## config.mk

```make
export PLATFORM = sky130hd
export DESIGN_NAME = sc_datapath
export DESIGN_NICKNAME = d
export VERILOG_FILES = /design/src/hdl/isa_pkg.sv /design/src/hdl/datapath_pkg.sv /design/src/hdl/fetch_stage.sv /design/src/hdl/scoreboard.sv /design/src/hdl/execute.sv /design/src/hdl/writeback.sv /design/src/hdl/sc_datapath.sv
export VERILOG_INCLUDE_DIRS = /design/src /design/src/hdl
export SDC_FILE = /design/constraint.sdc
export NUM_CORES = 2
export LEC_CHECK = 0
export ABC_CLOCK_PERIOD_IN_PS = 11000
export BUFFER_PORTS_ARGS = -buffer_cell sky130_fd_sc_hd__buf_4
export CORE_MARGIN = 5
export CORE_UTILIZATION = 30
export DETAILED_ROUTE_END_ITERATION = 16
export HOLD_SLACK_MARGIN = 0.06
export SYNTH_ARGS = -nofsm -noshare
export SYNTH_HDL_FRONTEND = slang
export SYNTH_SLANG_ARGS = --single-unit
```

## constraint.sdc

```tcl
create_clock -name CLK -period 11 [get_ports CLK]
set_clock_uncertainty 0.1 [all_clocks]
set_input_delay 1.65 -clock CLK [delete_from_list [all_inputs] [get_ports CLK]]
set_output_delay 1.65 -clock CLK [all_outputs]
set_load 0.005 [all_outputs]
```

## src/hdl/datapath_macros.svh

```systemverilog
// word width, register count and reset address for the core datapath
`ifndef DATAPATH_MACROS_SVH
`define DATAPATH_MACROS_SVH

// data and address width
`define WORD_W 32

// architectural register count, register 0 reads zero
`define REG_N 32

// first fetch address after reset
`define RESET_PC 32'h0000_0000

`endif

```

## src/hdl/isa_pkg.sv

```systemverilog
// opcode and funct3 encodings and the instruction word union
package isa_pkg;

    typedef enum logic [6:0] {
        OPC_OP     = 7'b0110011,
        OPC_OP_IMM = 7'b0010011,
        OPC_LOAD   = 7'b0000011,
        OPC_STORE  = 7'b0100011,
        OPC_BRANCH = 7'b1100011,
        OPC_JAL    = 7'b1101111,
        OPC_HALT   = 7'b1111111
    } opcode_t;

    // one code can mean different things under different opcodes
    typedef enum logic [2:0] {
        F3_ADD_EQ = 3'b000,  // add, sub, addi, beq
        F3_NE     = 3'b001,  // bne
        F3_SLT_W  = 3'b010,  // slt, lw, sw
        F3_XOR    = 3'b100,
        F3_OR     = 3'b110,
        F3_AND    = 3'b111
    } funct3_t;

    typedef struct packed {
        logic [6:0] funct7;
        logic [4:0] rs2;
        logic [4:0] rs1;
        funct3_t    funct3;
        logic [4:0] rd;
        opcode_t    opcode;
    } r_form_t;

    // addi, lw and jal, all with a signed 12-bit offset
    typedef struct packed {
        logic [11:0] imm;
        logic [4:0]  rs1;
        funct3_t     funct3;
        logic [4:0]  rd;
        opcode_t     opcode;
    } i_form_t;

    // sw; branches reuse it with the bits in branch order
    typedef struct packed {
        logic [6:0] imm_hi;
        logic [4:0] rs2;
        logic [4:0] rs1;
        funct3_t    funct3;
        logic [4:0] imm_lo;
        opcode_t    opcode;
    } s_form_t;

    typedef union packed {
        r_form_t r_form;
        i_form_t i_form;
        s_form_t s_form;
    } instr_u;

endpackage

```

## src/hdl/datapath_pkg.sv

```systemverilog
// ALU and memory access encodings and the pipeline latch structs
`include "datapath_macros.svh"

package datapath_pkg;

    typedef enum logic [2:0] {
        ALU_ADD,
        ALU_SUB,
        ALU_AND,
        ALU_OR,
        ALU_XOR,
        ALU_SLT
    } alu_op_t;

    typedef enum logic [1:0] {
        MEM_NONE,
        MEM_LOAD,
        MEM_STORE
    } mem_type_t;

    // fetch to scoreboard latch
    typedef struct packed {
        logic [`WORD_W-1:0] instr;
        logic [`WORD_W-1:0] pc;
    } fetch_t;

    // execute to writeback latch
    typedef struct packed {
        logic                      done;
        logic [`WORD_W-1:0]        wdat;
        logic [$clog2(`REG_N)-1:0] reg_sel;
    } execute_t;

endpackage

```

## src/hdl/fetch_stage.sv

```systemverilog
// program counter, instruction request and redirect on misprediction
`timescale 1ns/1ps
`include "datapath_macros.svh"

module fetch_stage (
    input  logic               CLK,
    input  logic               nrst,
    input  logic               ihit,
    input  logic [`WORD_W-1:0] imem_load,
    input  logic               freeze,
    input  logic               misprediction,
    input  logic [`WORD_W-1:0] correct_pc,
    input  logic               halt,
    output logic               imem_ren,
    output logic [`WORD_W-1:0] imem_addr,
    output logic [`WORD_W-1:0] instr,
    output logic [`WORD_W-1:0] pc,
    output logic               valid
);
    logic [`WORD_W-1:0] pc_q;
    logic               accept;

    // a hit only counts when the latch can take it and the path is still right
    assign accept = ihit && !freeze && !misprediction && !halt;

    always_ff @(posedge CLK, negedge nrst) begin
        if (!nrst) begin
            pc_q <= `RESET_PC;
        end else if (misprediction) begin
            // request in flight is dropped, new address goes out next cycle
            pc_q <= correct_pc;
        end else if (accept) begin
            pc_q <= pc_q + `WORD_W'd4;
        end
    end

    // keeps asking at the same address while frozen
    assign imem_ren  = !halt;
    assign imem_addr = pc_q;

    // word goes straight to the latch in the hit cycle
    assign instr = imem_load;
    assign pc    = pc_q;
    assign valid = accept;

endmodule

```

## src/hdl/scoreboard.sv

```systemverilog
// decode, register file, pending-write tracking, operand read and issue
`timescale 1ns/1ps
`include "datapath_macros.svh"

module scoreboard (
    input  logic                      CLK,
    input  logic                      nrst,
    input  logic [`WORD_W-1:0]        fetch_instr,
    input  logic [`WORD_W-1:0]        fetch_pc,
    input  logic                      fetch_valid,
    input  logic                      ex_busy,
    input  logic                      misprediction,
    input  logic                      reg_en,
    input  logic [$clog2(`REG_N)-1:0] reg_sel,
    input  logic [`WORD_W-1:0]        reg_wdat,
    output logic                      freeze,
    output logic                      iss_en,
    output datapath_pkg::alu_op_t     iss_alu_op,
    output datapath_pkg::mem_type_t   iss_mem_type,
    output logic [1:0]                iss_branch,
    output logic                      iss_jal,
    output logic                      iss_halt,
    output logic [`WORD_W-1:0]        iss_rdat1,
    output logic [`WORD_W-1:0]        iss_rdat2,
    output logic [`WORD_W-1:0]        iss_imm,
    output logic [`WORD_W-1:0]        iss_pc,
    output logic [$clog2(`REG_N)-1:0] iss_rd
);
    localparam int SEL_W = $clog2(`REG_N);

    isa_pkg::instr_u         word;
    logic [`WORD_W-1:0]      regs [`REG_N];
    logic [`REG_N-1:0]       pending;
    logic                    halted;
    logic [SEL_W-1:0]        rs1, rs2, rd;
    logic                    use_rs1, use_rs2, imm_as_rs2;
    datapath_pkg::alu_op_t   alu_op;
    datapath_pkg::mem_type_t mem_type;
    logic [1:0]              branch;
    logic                    jal, halt_op;
    logic [`WORD_W-1:0]      imm, rdat1, rdat2;
    logic                    rs1_busy, rs2_busy, rd_busy, can_issue;

    assign word = fetch_instr;
    assign rs1  = word.r_form.rs1;
    assign rs2  = word.r_form.rs2;

    assign use_rs2 = word.r_form.opcode inside
        {isa_pkg::OPC_OP, isa_pkg::OPC_STORE, isa_pkg::OPC_BRANCH};
    assign use_rs1 = use_rs2 || word.r_form.opcode inside
        {isa_pkg::OPC_OP_IMM, isa_pkg::OPC_LOAD};

    // the opcode picks which view of the word is valid
    always_comb begin
        rd         = '0;
        imm        = {{(`WORD_W-12){word.i_form.imm[11]}}, word.i_form.imm};
        imm_as_rs2 = 1'b0;
        alu_op     = datapath_pkg::ALU_ADD;
        mem_type   = datapath_pkg::MEM_NONE;
        branch     = 2'b00;
        jal        = 1'b0;
        halt_op    = 1'b0;
        case (word.r_form.opcode)
            isa_pkg::OPC_OP: begin
                rd = word.r_form.rd;
                case (word.r_form.funct3)
                    isa_pkg::F3_ADD_EQ: alu_op = word.r_form.funct7[5] ?
                        datapath_pkg::ALU_SUB : datapath_pkg::ALU_ADD;
                    isa_pkg::F3_SLT_W: alu_op = datapath_pkg::ALU_SLT;
                    isa_pkg::F3_XOR:   alu_op = datapath_pkg::ALU_XOR;
                    isa_pkg::F3_OR:    alu_op = datapath_pkg::ALU_OR;
                    isa_pkg::F3_AND:   alu_op = datapath_pkg::ALU_AND;
                    default:           alu_op = datapath_pkg::ALU_ADD;
                endcase
            end
            isa_pkg::OPC_OP_IMM: begin
                rd         = word.i_form.rd;
                imm_as_rs2 = 1'b1;
            end
            isa_pkg::OPC_LOAD: begin
                rd       = word.i_form.rd;
                mem_type = datapath_pkg::MEM_LOAD;
            end
            isa_pkg::OPC_STORE: begin
                mem_type = datapath_pkg::MEM_STORE;
                imm = {{(`WORD_W-12){word.s_form.imm_hi[6]}},
                       word.s_form.imm_hi, word.s_form.imm_lo};
            end
            isa_pkg::OPC_BRANCH: begin
                branch = {1'b1, word.s_form.funct3 == isa_pkg::F3_NE};
                imm = {{(`WORD_W-13){word.s_form.imm_hi[6]}}, word.s_form.imm_hi[6],
                       word.s_form.imm_lo[0], word.s_form.imm_hi[5:0],
                       word.s_form.imm_lo[4:1], 1'b0};
            end
            isa_pkg::OPC_JAL: begin
                rd  = word.i_form.rd;
                jal = 1'b1;
            end
            isa_pkg::OPC_HALT: halt_op = 1'b1;
            default: ;
        endcase
    end

    // register 0 reads zero, a write in this cycle is forwarded
    assign rdat1 = (rs1 == '0) ? '0 : (reg_en && reg_sel == rs1) ? reg_wdat : regs[rs1];
    assign rdat2 = (rs2 == '0) ? '0 : (reg_en && reg_sel == rs2) ? reg_wdat : regs[rs2];

    // a pending bit cleared by writeback this cycle no longer blocks
    assign rs1_busy = use_rs1 && pending[rs1] && !(reg_en && reg_sel == rs1);
    assign rs2_busy = use_rs2 && pending[rs2] && !(reg_en && reg_sel == rs2);
    assign rd_busy  = (rd != '0) && pending[rd] && !(reg_en && reg_sel == rd);

    assign can_issue = fetch_valid && !rs1_busy && !rs2_busy && !rd_busy
                       && !ex_busy && !misprediction && !halted;
    assign freeze    = fetch_valid && !can_issue;

    always_ff @(posedge CLK, negedge nrst) begin
        if (!nrst) begin
            iss_en  <= 1'b0;
            halted  <= 1'b0;
            pending <= '0;
        end else begin
            iss_en <= can_issue;
            if (can_issue && halt_op) begin
                halted <= 1'b1;
            end
            // set after clear so a new writer of the same register wins
            if (reg_en) begin
                pending[reg_sel] <= 1'b0;
            end
            if (can_issue && rd != '0) begin
                pending[rd] <= 1'b1;
            end
        end
    end

    // issue payload, qualified by iss_en downstream
    always_ff @(posedge CLK) begin
        if (can_issue) begin
            iss_alu_op   <= alu_op;
            iss_mem_type <= mem_type;
            iss_branch   <= branch;
            iss_jal      <= jal;
            iss_halt     <= halt_op;
            iss_rdat1    <= rdat1;
            iss_rdat2    <= imm_as_rs2 ? imm : rdat2;
            iss_imm      <= imm;
            iss_pc       <= fetch_pc;
            iss_rd       <= rd;
        end
    end

    always_ff @(posedge CLK, negedge nrst) begin
        if (!nrst) begin
            for (int i = 0; i < `REG_N; i++) begin
                regs[i] <= '0;
            end
        end else if (reg_en && reg_sel != '0) begin
            regs[reg_sel] <= reg_wdat;
        end
    end

endmodule

```

## src/hdl/execute.sv

```systemverilog
// ALU, branch resolution and scalar load/store unit
`timescale 1ns/1ps
`include "datapath_macros.svh"

module execute (
    input  logic                      CLK,
    input  logic                      nrst,
    input  logic                      iss_en,
    input  datapath_pkg::alu_op_t     iss_alu_op,
    input  datapath_pkg::mem_type_t   iss_mem_type,
    input  logic [1:0]                iss_branch,
    input  logic                      iss_jal,
    input  logic                      iss_halt,
    input  logic [`WORD_W-1:0]        iss_rdat1,
    input  logic [`WORD_W-1:0]        iss_rdat2,
    input  logic [`WORD_W-1:0]        iss_imm,
    input  logic [`WORD_W-1:0]        iss_pc,
    input  logic [$clog2(`REG_N)-1:0] iss_rd,
    input  logic                      dhit,
    input  logic [`WORD_W-1:0]        dmem_load,
    output logic                      dmem_ren,
    output logic                      dmem_wen,
    output logic [`WORD_W-1:0]        dmem_addr,
    output logic [`WORD_W-1:0]        dmem_store,
    output logic                      ex_busy,
    output logic                      done,
    output logic [`WORD_W-1:0]        wdat,
    output logic [$clog2(`REG_N)-1:0] rd,
    output logic                      misprediction,
    output logic [`WORD_W-1:0]        correct_pc,
    output logic                      halt
);
    localparam int SEL_W = $clog2(`REG_N);

    logic [`WORD_W-1:0] alu_out;
    logic               taken, mem_issue, alu_done, ls_done;
    logic               ls_active, ls_load, halt_q;
    logic [SEL_W-1:0]   ls_rd;

    always_comb begin
        case (iss_alu_op)
            datapath_pkg::ALU_SUB: alu_out = iss_rdat1 - iss_rdat2;
            datapath_pkg::ALU_AND: alu_out = iss_rdat1 & iss_rdat2;
            datapath_pkg::ALU_OR:  alu_out = iss_rdat1 | iss_rdat2;
            datapath_pkg::ALU_XOR: alu_out = iss_rdat1 ^ iss_rdat2;
            datapath_pkg::ALU_SLT:
                alu_out = {{(`WORD_W-1){1'b0}}, $signed(iss_rdat1) < $signed(iss_rdat2)};
            default:               alu_out = iss_rdat1 + iss_rdat2;
        endcase
    end

    // not-taken is predicted, so every taken branch and every jal redirects
    assign taken = iss_branch[1] &&
                   (iss_branch[0] ? iss_rdat1 != iss_rdat2 : iss_rdat1 == iss_rdat2);
    assign misprediction = iss_en && (taken || iss_jal);
    assign correct_pc    = iss_pc + iss_imm;

    assign mem_issue = iss_en && iss_mem_type != datapath_pkg::MEM_NONE;
    assign alu_done  = iss_en && iss_mem_type == datapath_pkg::MEM_NONE;

    // request goes out the cycle after issue and holds until dhit
    always_ff @(posedge CLK, negedge nrst) begin
        if (!nrst) begin
            ls_active <= 1'b0;
        end else if (mem_issue) begin
            ls_active <= 1'b1;
        end else if (dhit) begin
            ls_active <= 1'b0;
        end
    end

    always_ff @(posedge CLK) begin
        if (mem_issue) begin
            ls_load    <= iss_mem_type == datapath_pkg::MEM_LOAD;
            ls_rd      <= iss_rd;
            dmem_addr  <= iss_rdat1 + iss_imm;
            dmem_store <= iss_rdat2;
        end
    end

    assign dmem_ren = ls_active && ls_load;
    assign dmem_wen = ls_active && !ls_load;
    assign ls_done  = ls_active && dhit;

    // drops in the dhit cycle so the next issue lands right after
    assign ex_busy = mem_issue || (ls_active && !dhit);

    // the two sources never finish in the same cycle
    assign done = alu_done || ls_done;
    always_comb begin
        if (ls_done) begin
            wdat = dmem_load;
            rd   = ls_rd;
        end else begin
            wdat = iss_jal ? iss_pc + `WORD_W'd4 : alu_out;
            rd   = iss_rd;
        end
    end

    always_ff @(posedge CLK, negedge nrst) begin
        if (!nrst) begin
            halt_q <= 1'b0;
        end else if (iss_en && iss_halt) begin
            halt_q <= 1'b1;
        end
    end

    assign halt = halt_q || (iss_en && iss_halt);

endmodule

```

## src/hdl/writeback.sv

```systemverilog
// register file write from the execute latch and retire counter
`timescale 1ns/1ps
`include "datapath_macros.svh"

module writeback (
    input  logic                      CLK,
    input  logic                      nrst,
    input  logic                      done,
    input  logic [`WORD_W-1:0]        wdat,
    input  logic [$clog2(`REG_N)-1:0] rd,
    output logic                      reg_en,
    output logic [$clog2(`REG_N)-1:0] reg_sel,
    output logic [`WORD_W-1:0]        reg_wdat
);
    logic [`WORD_W-1:0] retire_cnt;

    // stores, branches and halt retire with rd of zero and write nothing
    assign reg_en   = done && rd != '0;
    assign reg_sel  = rd;
    assign reg_wdat = wdat;

    always_ff @(posedge CLK, negedge nrst) begin
        if (!nrst) begin
            retire_cnt <= '0;
        end else if (done) begin
            retire_cnt <= retire_cnt + 1'b1;
        end
    end

endmodule

```

## src/hdl/sc_datapath.sv

```systemverilog
// core datapath top with stage instances, pipeline latches and memory ports
`timescale 1ns/1ps
`include "datapath_macros.svh"

module sc_datapath (
    input  logic               CLK,
    input  logic               nrst,
    output logic               imem_ren,
    output logic [`WORD_W-1:0] imem_addr,
    input  logic               ihit,
    input  logic [`WORD_W-1:0] imem_load,
    output logic               dmem_ren,
    output logic               dmem_wen,
    output logic [`WORD_W-1:0] dmem_addr,
    output logic [`WORD_W-1:0] dmem_store,
    input  logic               dhit,
    input  logic [`WORD_W-1:0] dmem_load,
    output logic               halt
);
    datapath_pkg::fetch_t    fetch_out, sb_in;
    datapath_pkg::execute_t  ex_out, wb_in;
    logic                    f_valid, sb_valid;
    logic                    freeze, misprediction, ex_busy;
    logic [`WORD_W-1:0]      correct_pc;

    // issue bundle
    logic                          iss_en, iss_jal, iss_halt;
    datapath_pkg::alu_op_t         iss_alu_op;
    datapath_pkg::mem_type_t       iss_mem_type;
    logic [1:0]                    iss_branch;
    logic [`WORD_W-1:0]            iss_rdat1, iss_rdat2, iss_imm, iss_pc;
    logic [$clog2(`REG_N)-1:0]     iss_rd;

    // register file write
    logic                          reg_en;
    logic [$clog2(`REG_N)-1:0]     reg_sel;
    logic [`WORD_W-1:0]            reg_wdat;

    fetch_stage u_fetch (
        .CLK(CLK), .nrst(nrst), .ihit(ihit), .imem_load(imem_load),
        .freeze(freeze), .misprediction(misprediction), .correct_pc(correct_pc),
        .halt(halt), .imem_ren(imem_ren), .imem_addr(imem_addr),
        .instr(fetch_out.instr), .pc(fetch_out.pc), .valid(f_valid)
    );

    scoreboard u_scoreboard (
        .CLK(CLK), .nrst(nrst), .fetch_instr(sb_in.instr), .fetch_pc(sb_in.pc),
        .fetch_valid(sb_valid), .ex_busy(ex_busy), .misprediction(misprediction),
        .reg_en(reg_en), .reg_sel(reg_sel), .reg_wdat(reg_wdat), .freeze(freeze),
        .iss_en(iss_en), .iss_alu_op(iss_alu_op), .iss_mem_type(iss_mem_type),
        .iss_branch(iss_branch), .iss_jal(iss_jal), .iss_halt(iss_halt),
        .iss_rdat1(iss_rdat1), .iss_rdat2(iss_rdat2), .iss_imm(iss_imm),
        .iss_pc(iss_pc), .iss_rd(iss_rd)
    );

    execute u_execute (
        .CLK(CLK), .nrst(nrst), .iss_en(iss_en), .iss_alu_op(iss_alu_op),
        .iss_mem_type(iss_mem_type), .iss_branch(iss_branch), .iss_jal(iss_jal),
        .iss_halt(iss_halt), .iss_rdat1(iss_rdat1), .iss_rdat2(iss_rdat2),
        .iss_imm(iss_imm), .iss_pc(iss_pc), .iss_rd(iss_rd), .dhit(dhit),
        .dmem_load(dmem_load), .dmem_ren(dmem_ren), .dmem_wen(dmem_wen),
        .dmem_addr(dmem_addr), .dmem_store(dmem_store), .ex_busy(ex_busy),
        .done(ex_out.done), .wdat(ex_out.wdat), .rd(ex_out.reg_sel),
        .misprediction(misprediction), .correct_pc(correct_pc), .halt(halt)
    );

    writeback u_writeback (
        .CLK(CLK), .nrst(nrst), .done(wb_in.done), .wdat(wb_in.wdat),
        .rd(wb_in.reg_sel), .reg_en(reg_en), .reg_sel(reg_sel), .reg_wdat(reg_wdat)
    );

    // fetch latch holds on freeze, drops the wrong-path word on misprediction
    always_ff @(posedge CLK, negedge nrst) begin
        if (!nrst) begin
            sb_in    <= '0;
            sb_valid <= 1'b0;
            wb_in    <= '0;
        end else begin
            if (misprediction) begin
                sb_valid <= 1'b0;
            end else if (!freeze) begin
                sb_in    <= fetch_out;
                sb_valid <= f_valid;
            end
            wb_in <= ex_out;
        end
    end

endmodule

```

==> key figures <==
Run status
  – Run status: finished clean

STA
  – Worst-margin pin slew: 1338 ps
  – Fmax: around 180 MHz
  – Setup TNS: 0 ps
  – Final Max Slew Viols: 0
  – Fin crit period: 5596 ps
  – Max_slew headroom: 10.81%
  – Final Setup Violations: 0
  – Final setup margin: 5404 ps
  – Final hold violation count: 0
  – Period utilization: around 51%
  – RSZ-0062 raised after global routing: false

Floorplanning
  – Die ar.: around 270000 um^2
  – Die Ht: a little over 500 um
  – Die span in x: 517.1 um
  – Rows: between 150 and 200
  – # IOs: 168
  – Core outline area: 256500 um^2
  – Initial Utilization: 30.09%

Synth
  – Ys async rst share: between 80% and 90%
  – Post-synth EDFFs: 193
  – Yosys warning total: 0
  – Ys flop type: dfrtp_1
  – Avg Cell Area, Syn: 13.78 um^2
  – Post-Syn Area: 77160 um^2
  – Net Count, Synth: 5832
  – Synth Instances: 5600
  – Sequential element share of the synthesized area: 46.27%
  – Distinct cells, synth: 80
  – Number of synthesized register bits: 1388

Critical path
  – CP Launch Type: flop
  – FF-to-FF path depth: 12
  – Worst Path Max Fanout: 72
  – Crit Reg-Reg Startpoint: u_scoreboard.iss_rdat1[23]$_SDFFCE_PN0P_
  – Crit path capture type: flop
  – CP required: 11330 ps
  – Flop-to-flop setup slack: ~5400 ps
  – CP Class: reg -> reg
  – Worst Path Arrival: 5920 ps
  – Reg2Reg Capture Point: u_scoreboard.iss_rdat2[19]$_DFFE_PP_

Route
  – Pre-antenna DRT Iters: 14
  – Drt via density: 5.638
  – Vias: 50970
  – Post-DRT Antenna Nets: 0
  – WL final: 248000 um
  – DR DRC count: 0
  – Wire length per cell: 27.44 um
  – Iteration-0 DRC Markers: 5071

Global route
  – Largest net degree at the start of global routing: 171
  – Initial antenna violation count: 3
  – Vias in the first global route: 52100
  – GR Overflow Total: 0
  – First-pass GRT wire length: 363900 um
  – GRT Total Usage: a little under a fifth

Hold path
  – Hold Path Depth: 0
  – Hold path startpoint: u_scoreboard.regs[992]$_DFFE_PN0P_
  – Hold Crit Class: reg -> reg
  – Hold endpoint: u_scoreboard.regs[992]$_DFFE_PN0P_

Finish
  – Final core occ: 33.93%
  – Final Net Count: 5767
  – Layout cells sized above 1: 40.94%
  – Fin cells: 9039
  – Most common cell after layout, fill and taps aside: dfrtp_1
  – Area Growth Syn to Fin: 12.79%
  – Most frequent cells in the layout: 1185 x dfrtp_1, 1062 x mux2_2, 662 x mux4_2

Flow run
  – Max cap viols: 0

CTS
  – Post_cts resized: 0
  – CTS max path bufs: 3
  – Post-CTS Setup Inserts: 0
  – CTS tree: yes
  – # hold bufs at CTS: 0
  – CTS Sinks: 1388
  – Root Driver: clkbuf_16
  – Inserted Clock Buffers: between 150 and 200
  – # H-tree levels: 4
  – CTS clk-pin slew, worst paths: roughly 60 ps
  – Later-pin clock latency in the skew report: 810 ps

Placed design
  – Pre-CTS setup slack: between 5000 and 6000 ps
  – Detail Placement HPWL: 150800 um
  – Routability cong.: 0.9210
  – Placed Instances: 8765
  – IO Port Bufs: 167

Power
  – Leakage: 37.12 nW
  – Maximum vdd drop: 0.1897 mV
  – Pwr Density: approximately 300 nW/um^2
## sequential cells by signal, indices dropped and copies added (netlist names), 13 cells and up
| name | count |
|---|---|
| u_scoreboard.iss_pc | 32 |
| wb_in | 38 |
| sb_in | 64 |
| u_fetch.imem_addr | 32 |
| u_execute.dmem_store | 32 |
| u_scoreboard.pending | 32 |
| u_scoreboard.iss_rdat1 | 32 |
| u_execute.dmem_addr | 32 |
| u_scoreboard.iss_imm | 13 |
| u_scoreboard.iss_rdat2 | 32 |
| u_scoreboard.regs | 1024 |
## layout make-up
class,count,area (um^2)
Inverter,147,556.8
Antenna cell,1,2.502
Clock buffer,223,4488
Fill cell,24680,169400
Multi-Input combinational cell,3572,39260
Clock inverter,50,591.8
Tap cell,3384,4234
Timing Repair Buffer,274,2157
Sequential cell,1388,35740
## stage by stage
| stage | instance area, um^2 | hold slack, ps | power (mW) |
|---|---|---|---|
| global placement | 81940 | 276.5 | 20.67 |
| CTS | 87020 | 297.3 | 26.23 |
| finish | 87030 | 295.6 | 26.21 |
| detailed placement | 81940 | 283.6 | 20.93 |
| global route | 87020 | 307.4 | 27.56 |
| floorplan | 77160 | 314.6 | 17.00 |
## critical path, cell delays in order (launching register included)
cell      delay, ps
edfxtp_1        430
inv_1            70
ha_1            390
nor4_1          800
nand2_1         240
nor4_1          400
xnor2_1         200
o21a_1          160
buf_4           300
o211ai_1        360
buf_4           310
inv_6           540
buf_4           770
## worst max-delay path by stage
stage                                        startpoint                                   end  cells past startpoint
6_report       u_scoreboard.iss_rdat1[23]$_SDFFCE_PN0P_  u_scoreboard.iss_rdat2[19]$_DFFE_PP_                     12
5_1_grt        u_scoreboard.iss_rdat1[23]$_SDFFCE_PN0P_      u_scoreboard.iss_pc[7]$_DFFE_PP_                     12
4_1_cts        u_scoreboard.iss_rdat1[23]$_SDFFCE_PN0P_      u_scoreboard.iss_pc[6]$_DFFE_PP_                     12
3_5_place_dp   u_scoreboard.iss_rdat1[23]$_SDFFCE_PN0P_      u_scoreboard.iss_pc[6]$_DFFE_PP_                     12
3_3_place_gp   u_scoreboard.iss_rdat1[23]$_SDFFCE_PN0P_      u_scoreboard.iss_pc[6]$_DFFE_PP_                     12
2_1_floorplan             u_scoreboard.iss_en$_DFF_PN0_    u_scoreboard.pending[12]$_DFF_PN0_                      8
## power breakdown
part	switching, mW	internal [mW]	leakage, nW
clock network	2.22	3.01	2.49
registers	2.35	7.20	17.7
logic	5.82	5.61	16.9
## logic make-up after synthesis
| logic type | synth area share [%] |
|---|---|
| muxes | 35.86 |
| DFF | 46.27 |
| AOI/OAI and AO/OA | 6.094 |
| and+or+nand+nor | 4.339 |
| buffers and inverters | 3.141 |
| adders and majority gates | 2.698 |
| xor gates and xnor gates | 1.601 |
## synth_stat cells (7+ instances only)
master / number / area [um^2]
a31o_2: 8 / 70.07
or4_1: 7 / 52.55
xnor2_1: 99 / 867.1
mux2i_1: 80 / 800.8
nand2b_1: 21 / 131.4
nor4_1: 20 / 125.1
a21o_1: 41 / 307.8
or3_1: 16 / 100.1
edfxtp_1: 193 / 5796
a21boi_0: 7 / 52.55
dfrtp_1: 1195 / 29900
nand2_1: 213 / 799.5
clkbuf_1: 371 / 1393
o21a_1: 25 / 187.7
and3_1: 24 / 150.1
buf_1: 110 / 412.9
a21oi_1: 209 / 1046
xor2_1: 42 / 367.9
nor3b_1: 7 / 52.55
a221oi_1: 10 / 87.58
a311oi_1: 7 / 61.31
ha_1: 160 / 2002
mux4_2: 662 / 14910
o21bai_1: 21 / 157.7
a211oi_1: 55 / 412.9
o221ai_1: 14 / 122.6
inv_1: 142 / 533.0
nand4_1: 17 / 106.4
a221o_1: 12 / 120.1
o21ai_0: 168 / 840.8
o22ai_1: 26 / 162.7
mux2_2: 1062 / 11960
nand3_1: 54 / 270.3
or2_2: 9 / 56.30
o31ai_1: 18 / 135.1
a31oi_1: 20 / 125.1
nor2_1: 238 / 893.4
buf_2: 11 / 55.05
nor3_1: 58 / 290.3
o211ai_1: 20 / 150.1
nor2b_1: 24 / 150.1
## routing by layer
layer / share of wire (%) / global-route usage [%] / wire length (um)
met1: 42 / 24.23 / 103500
met2: 47 / 29.52 / 117000
met3: 7.2 / 3.629 / 17830
met4: 3.9 / 6.707 / 9727
met5: 0 / 0 / 0
Power figures use the tool's default switching activity.
